$ cat src/source/cpu_types_pkg.sv
`default_nettype none

package cpu_types_pkg;

	localparam int XLEN = 64; // machine word.
	localparam int ILEN = 32; // one uncompressed instruction.

	typedef logic [XLEN-1:0] reg_t;
	typedef logic [ILEN-1:0] inst_t;

	// first fetch address after reset.
	localparam reg_t RESET_PC = 64'h0000_0000_8000_0000;

	// sequential fetch step, one instruction.
	localparam reg_t PC_STEP = 64'd4;

	// selects the upper instruction of a fetched word.
	localparam int PC_HALF_BIT = 2;

	// stall code seen by the fetch stage.
	typedef enum logic [1:0] {
		STALL_NONE = 2'b00, // free to advance.
		STALL_KEEP = 2'b01, // decode holds the current instruction.
		STALL_WAIT = 2'b10  // fetch waits on memory, reported only.
	} stall_t;

endpackage

`default_nettype wire

$ cat src/source/ifetch_bus_pkg.sv
`default_nettype none

package ifetch_bus_pkg;

	import cpu_types_pkg::*;

	// address phase towards instruction memory.
	typedef struct packed {
		logic valid; // address offered.
		reg_t addr;  // fetch address.
	} imem_req_t;

	// returns from instruction memory.
	typedef struct packed {
		logic addr_ok; // address taken this cycle.
		logic data_ok; // data of the oldest taken address.
		reg_t data;    // full 64-bit word.
	} imem_resp_t;

	// one instruction handed to decode.
	typedef struct packed {
		logic  valid; // delivered when decode is not holding.
		reg_t  pc;
		inst_t inst;
	} fetch_out_t;

endpackage

`default_nettype wire

$ cat src/source/fetch_unit.sv
`timescale 1ns/1ps
`default_nettype none

module fetch_unit import cpu_types_pkg::*, ifetch_bus_pkg::*; (
	input  logic       clk,
	input  logic       rst,
	input  imem_resp_t imem_resp,
	input  logic       dec_hold,
	input  logic       redirect_valid,
	input  reg_t       redirect_pc,
	output imem_req_t  imem_req,
	output fetch_out_t fetch_out,
	output logic       stall_req
);

	reg_t   next_pc;
	reg_t   cur_pc;
	logic   started;
	logic   advance;
	stall_t stall;
	logic   pc_hold;

	pc_gen u_pc_gen (
		.clk            (clk),
		.rst            (rst),
		.cur_pc         (cur_pc),
		.started        (started),
		.advance        (advance),
		.pc_hold        (pc_hold),
		.redirect_valid (redirect_valid),
		.redirect_pc    (redirect_pc),
		.next_pc        (next_pc)
	);

	pipe_ctrl u_pipe_ctrl (
		.dec_hold  (dec_hold),
		.stall_req (stall_req),
		.stall     (stall),
		.pc_hold   (pc_hold)
	);

	if_stage u_if_stage (
		.clk       (clk),
		.rst       (rst),
		.next_pc   (next_pc),
		.stall     (stall),
		.imem_resp (imem_resp),
		.imem_req  (imem_req),
		.cur_pc    (cur_pc),
		.started   (started),
		.advance   (advance),
		.stall_req (stall_req),
		.fetch_out (fetch_out)
	);

endmodule

`default_nettype wire

$ cat src/source/if_stage.sv
`timescale 1ns/1ps
`default_nettype none

module if_stage import cpu_types_pkg::*, ifetch_bus_pkg::*; (
	input  logic       clk,
	input  logic       rst,
	input  reg_t       next_pc,
	input  stall_t     stall,
	input  imem_resp_t imem_resp,
	output imem_req_t  imem_req,
	output reg_t       cur_pc,
	output logic       started,
	output logic       advance,
	output logic       stall_req,
	output fetch_out_t fetch_out
);

	typedef enum logic [2:0] {
		ST_ISSUE  = 3'b000, // first address after reset.
		ST_WORK   = 3'b001, // pc outstanding, next address offered.
		ST_W_ADDR = 3'b010, // pc data buffered, next address offered.
		ST_W_DATA = 3'b011, // next address taken, pc data missing.
		ST_WAIT   = 3'b100, // like work, after an idle cycle.
		ST_HELD   = 3'b101  // both done, decode holds.
	} fetch_state_t;

	fetch_state_t state;
	fetch_state_t state_nx;

	logic live; // low in the reset cycles.
	reg_t pc;
	reg_t req_pc; // address taken before pc was delivered.
	reg_t data_r;
	reg_t word;

	logic keep;
	logic want_addr;
	logic want_data;
	logic req_valid;
	logic addr_hs;
	logic data_hs;
	logic deliver;
	logic take_next;
	logic take_req;
	logic save_req;
	logic load_buf;

	assign live = ~rst;
	assign keep = (stall == STALL_KEEP);

	assign want_addr = live & (state == ST_ISSUE || state == ST_WORK ||
		state == ST_WAIT || state == ST_W_ADDR);
	assign want_data = (state == ST_WORK || state == ST_WAIT || state == ST_W_DATA);

	assign req_valid = want_addr & ~keep; // no new address under a decode hold.
	assign addr_hs = req_valid & imem_resp.addr_ok;
	assign data_hs = imem_resp.data_ok;

	// fetch is stalled while either handshake is still missing.
	assign stall_req = live & ((state == ST_ISSUE) |
		(want_addr & ~imem_resp.addr_ok) |
		(want_data & ~imem_resp.data_ok));

	always_comb begin
		state_nx  = state;
		deliver   = 1'b0;
		take_next = 1'b0;
		take_req  = 1'b0;
		save_req  = 1'b0;
		load_buf  = 1'b0;
		case (state)
			ST_ISSUE: begin
				if (addr_hs) begin
					take_next = 1'b1;
					load_buf  = data_hs; // zero-latency data.
					state_nx  = data_hs ? ST_W_ADDR : ST_WORK;
				end
			end
			ST_WORK, ST_WAIT: begin
				if (addr_hs && data_hs) begin
					deliver   = 1'b1;
					take_next = 1'b1;
					state_nx  = ST_WORK;
				end else if (data_hs) begin
					load_buf = 1'b1;
					state_nx = ST_W_ADDR;
				end else if (addr_hs) begin
					save_req = 1'b1;
					state_nx = ST_W_DATA;
				end else begin
					state_nx = ST_WAIT;
				end
			end
			ST_W_ADDR: begin
				if (addr_hs) begin
					deliver   = 1'b1;
					take_next = 1'b1;
					// data for the new address may come in the same cycle.
					load_buf  = data_hs;
					state_nx  = data_hs ? ST_W_ADDR : ST_WORK;
				end
			end
			ST_W_DATA: begin
				if (data_hs && !keep) begin
					deliver  = 1'b1;
					take_req = 1'b1;
					state_nx = ST_WORK;
				end else if (data_hs) begin
					load_buf = 1'b1;
					state_nx = ST_HELD;
				end
			end
			ST_HELD: begin
				if (!keep) begin
					deliver  = 1'b1;
					take_req = 1'b1;
					load_buf = data_hs;
					state_nx = data_hs ? ST_W_ADDR : ST_WORK;
				end
			end
			default: begin
				state_nx = ST_ISSUE;
			end
		endcase
	end

	always_ff @(posedge clk) begin
		if (rst) begin
			state <= ST_ISSUE;
		end else begin
			state <= state_nx;
		end
	end

	always_ff @(posedge clk) begin
		if (take_next) begin
			pc <= next_pc;
		end else if (take_req) begin
			pc <= req_pc;
		end
		if (save_req) begin
			req_pc <= next_pc;
		end
		if (load_buf) begin
			data_r <= imem_resp.data;
		end
	end

	// buffered states deliver from data_r, the others straight from the bus.
	assign word = (state == ST_W_ADDR || state == ST_HELD) ? data_r : imem_resp.data;

	assign imem_req.valid = req_valid;
	assign imem_req.addr  = next_pc;

	assign fetch_out.valid = deliver;
	assign fetch_out.pc    = pc;
	assign fetch_out.inst  = pc[PC_HALF_BIT] ? word[XLEN-1 -: ILEN] : word[ILEN-1:0];

	assign cur_pc  = pc;
	assign started = (state != ST_ISSUE);
	assign advance = addr_hs;

endmodule

`default_nettype wire

$ cat src/source/pc_gen.sv
`timescale 1ns/1ps
`default_nettype none

module pc_gen import cpu_types_pkg::*; (
	input  logic clk,
	input  logic rst,
	input  reg_t cur_pc,
	input  logic started,
	input  logic advance,
	input  logic pc_hold,
	input  logic redirect_valid,
	input  reg_t redirect_pc,
	output reg_t next_pc
);

	logic pend_valid;
	reg_t pend_pc;
	logic pend_clear;

	// the pending target is consumed by the first address issued after it.
	assign pend_clear = advance & started & ~pc_hold;

	always_ff @(posedge clk) begin
		if (rst) begin
			pend_valid <= 1'b0;
		end else if (redirect_valid) begin
			pend_valid <= 1'b1; // newest pulse wins.
		end else if (pend_clear) begin
			pend_valid <= 1'b0;
		end
	end

	always_ff @(posedge clk) begin
		if (redirect_valid) begin
			pend_pc <= redirect_pc;
		end
	end

	always_comb begin
		if (!started) begin
			next_pc = RESET_PC;
		end else if (pend_valid) begin
			next_pc = pend_pc;
		end else begin
			next_pc = cur_pc + PC_STEP; // plain sequential fetch.
		end
	end

endmodule

`default_nettype wire

$ cat src/source/pipe_ctrl.sv
`timescale 1ns/1ps
`default_nettype none

module pipe_ctrl import cpu_types_pkg::*; (
	input  logic   dec_hold,
	input  logic   stall_req,
	output stall_t stall,
	output logic   pc_hold
);

	// decode hold has priority over the fetch stage's own wait.
	always_comb begin
		if (dec_hold) begin
			stall = STALL_KEEP;
		end else if (stall_req) begin
			stall = STALL_WAIT; // informational, does not block.
		end else begin
			stall = STALL_NONE;
		end
	end

	// keep a pending redirect while nothing can be issued.
	assign pc_hold = (stall == STALL_KEEP);

endmodule

`default_nettype wire

$ cat config.mk
export PLATFORM = sky130hd
export DESIGN_NAME = fetch_unit
export DESIGN_NICKNAME = d
export VERILOG_FILES = /design/src/source/cpu_types_pkg.sv /design/src/source/ifetch_bus_pkg.sv /design/src/source/fetch_unit.sv /design/src/source/if_stage.sv /design/src/source/pc_gen.sv /design/src/source/pipe_ctrl.sv
export SDC_FILE = /design/constraint.sdc
export NUM_CORES = 1
export LEC_CHECK = 0
export ABC_AREA = 1
export BUFFER_PORTS_ARGS = -buffer_cell sky130_fd_sc_hd__buf_2
export CAP_MARGIN = 10
export CELL_PAD_IN_SITES_DETAIL_PLACEMENT = 0
export CELL_PAD_IN_SITES_GLOBAL_PLACEMENT = 1
export CORE_MARGIN = 10
export CORE_UTILIZATION = 46
export CTS_BUF_LIST = sky130_fd_sc_hd__clkbuf_8
export DETAILED_ROUTE_END_ITERATION = 10
export PLACE_DENSITY = 0.88
export SETUP_SLACK_MARGIN = 0.15
export SYNTH_ARGS = -nofsm -noshare
export SYNTH_HDL_FRONTEND = slang
export SYNTH_HIERARCHICAL = 1
export SYNTH_SLANG_ARGS = --single-unit
$ cat constraint.sdc
create_clock -name clk -period 11.8 [get_ports clk]
set_input_delay 0.59 -clock clk [delete_from_list [all_inputs] [get_ports clk]]
set_output_delay 0.59 -clock clk [all_outputs]
set_load 0.02 [all_outputs]
==> flow_metrics.tcl <==
set metrics [dict create \
    status "finished clean" \
    slew_headroom 0.372 \
    grtUsageTotal 0.216 \
    fin_skew_ns 0.0285 \
    critPathLaunchType "register" \
    die-area_sq_um 38200 \
    nets 1900 \
    cp_max_fo 75 \
    cts_buffers 47 \
    stdcell_area_sq_um 15800 \
    rsz0062_at_grt "no" \
    drive_gt1_frac 0.238 \
    yosys.cell_count.top_type "nand2_1" \
    hpwl_microns 30700 \
    yosysTopAreaCell "edfxtp_1" \
    tns_ns 0 \
    synthCells 1589 \
    p_leak_nw 7.15 \
    clock_sinks 260 \
    cp.required_ns 11.21 \
    core_area_sq_um 30400 \
    endpoint_kind "primary output" \
    ant_nets 0 \
    clockBufferDepth 3 \
    maxCapViolCount 0 \
    avgSynthCellArea_sq_um 8.90 \
    yosysWarnings 6 \
    drt-total-wl_microns 41900 \
    cts_hold_buf 0 \
    ys_seq_elements 260 \
    antenna_found_initial 15 \
    grt_pass1_wl_microns 65500 \
    fp.dieW_microns 195 \
    syn_to_final_growth_pct 11.6 \
    die_height_microns 195 \
    grt_max_degree 76 \
    synth.top_cell.area_share 0.543 \
    ys_types 42 \
    tritoncts "done" \
    overflow 0 \
    clkLatencyLatePin_ns 0.58 \
    cts_max_level 2 \
    worstHoldPathType "in -> reg" \
    cts_resized 0 \
    viasPerCell 5.00 \
    place.gp.congestion 0.937 \
    min_period_ns 4.12 \
    arrival_ns 3.53 \
    finalMaxSlewViolations 0 \
    postCtsSetupBuffers 0 \
    io_buffers 296 \
    fillCellCount 2911 \
    wire_per_inst_microns 19.1 \
    placed_area_sq_um 15000 \
    synth_flop_cell "edfxtp_1" \
    route.detailed.drc 0 \
    hold_violations 0 \
    synth_edf_count 256 \
    ys_seq_area_frac 0.549 \
    vias 11000 \
    synthTopCellsByArea "edfxtp_1 54%, nand2_1 11%, nor2_1 7.3%, buf_4 7.0%, o21ai_0 3.5%" \
    ir_drop_uv 122 \
    cts.clk_slew.worst_paths_ns 0.05 \
    start_util 0.465 \
    worst_pin_slew_ns 0.942 \
    dr.first_iter.drc_count 723 \
    crit_type "reg -> out" \
    setup_violations 0 \
    fin_crit_sh 0.350 \
    fmax_mhz 242 \
    io_pins 297 \
    yosys-top-cells-count "421 x nand2_1, 277 x nor2_1, 256 x edfxtp_1" \
    clockRootBuffer "clkbuf_8" \
    netlist_area_sq_um 14100 \
    dr.pass1.iters 5 \
    rows 64 \
    synthArstFlopShare 0 \
    syn_nets 1728 \
    p_per_area_nw_per_um2 178 \
    grt_pass1_vias 11300 \
]
[cell type report]
type / instances / area (sq um) / share of cell area
flip-flops and latches: 260 / 7770 / 0.492
multi-input cells: 1016 / 4640 / 0.294
repair buffers: 306 / 1560 / 0.0986
clock buffers: 47 / 647 / 0.0410
well taps: 396 / 495 / 0.0314
inverters: 130 / 492 / 0.0311
clock inverters: 35 / 176 / 0.0112
diodes: 5 / 12.5 / 0.000792
[critical path, stage by stage (launching register included)]
cell and delay (ns):
dfxtp_1 0.92, clkinv_2 0.68, buf_4 0.58, a21oi_1 0.43, buf_2 0.25
[where the power goes]
group	leakage, nW	switching, mW	total [mW]	internal (mW)
clock network	0.486	0.377	0.769	0.392
registers	2.42	0.0538	1.19	1.13
logic	4.24	0.626	0.861	0.235
total	7.15	1.06	2.82	1.76
[final timing paths]
kind                                    start                              end  slack (ns)  cells after the start
max          u_pc_gen/pend_valid$_SDFFE_PP0P_                     imem_req[19]        7.68                      4
max reg2reg  u_if_stage/state[1]$_SDFFE_PP0P_  u_if_stage/cur_pc[50]$_DFFE_PP_        7.84                     19
min                           redirect_pc[58]   u_pc_gen/pend_pc[58]$_DFFE_PP_        0.19                      1
min reg2reg   u_if_stage/req_pc[51]$_DFFE_PP_  u_if_stage/cur_pc[51]$_DFFE_PP_        0.50                      2
[metal layers]
layer	vias up	GRT usage	part of all wire
met2	415	0.351	0.47
met5	-	0	0.0022
met3	75	0.0856	0.10
met1	5062	0.261	0.41
met4	18	0.0551	0.019
li1	5409	-	-
[state kept, by name (all words and copies together) (netlist names)]
signal and cells:
u_if_stage/cur_pc 64, u_if_stage/data_r 64, u_if_stage/req_pc 64, u_if_stage/state 3, u_pc_gen/pend_pc 64, u_pc_gen/pend_valid 1
[metrics by stage]
stage / util / setup slack, ns / total power [mW] / cells / hold slack (ns)
finish: 0.519 / 7.68 / 2.82 / 2195 / 0.185
global route: 0.519 / 7.35 / 2.98 / 2193 / 0.160
CTS: 0.519 / 7.67 / 2.85 / 2190 / 0.152
detailed placement: 0.491 / 7.84 / 2.08 / 2108 / 0.493
global placement: 0.491 / 7.88 / 2.07 / 2108 / 0.489
floorplan: - / 6.60 / 1.88 / 1589 / 0.487
[placed cells by master (no fill, tap or decap), drive strengths merged, types with 4 or more instances in the layout]
master,instances
nand2,441
buf,306
nor2,300
edfxtp,256
inv,144
o21ai,117
nand3,56
clkbuf,47
o22ai,32
clkinv,19
xor2,18
a21oi,15
xnor2,12
nand4,8
diode,5
ha,5
dfxtp,4
[cell families after synthesis]
kind of cell | synth area share
AO/OA/AOI/OAI | 0.0639
AND/OR/NAND/NOR | 0.240
buffers and inverters | 0.124
adder cells (fa/ha/maj) | 0.00442
XOR/XNOR | 0.0186
flip-flops | 0.549
Power figures use the tool's default switching activity.
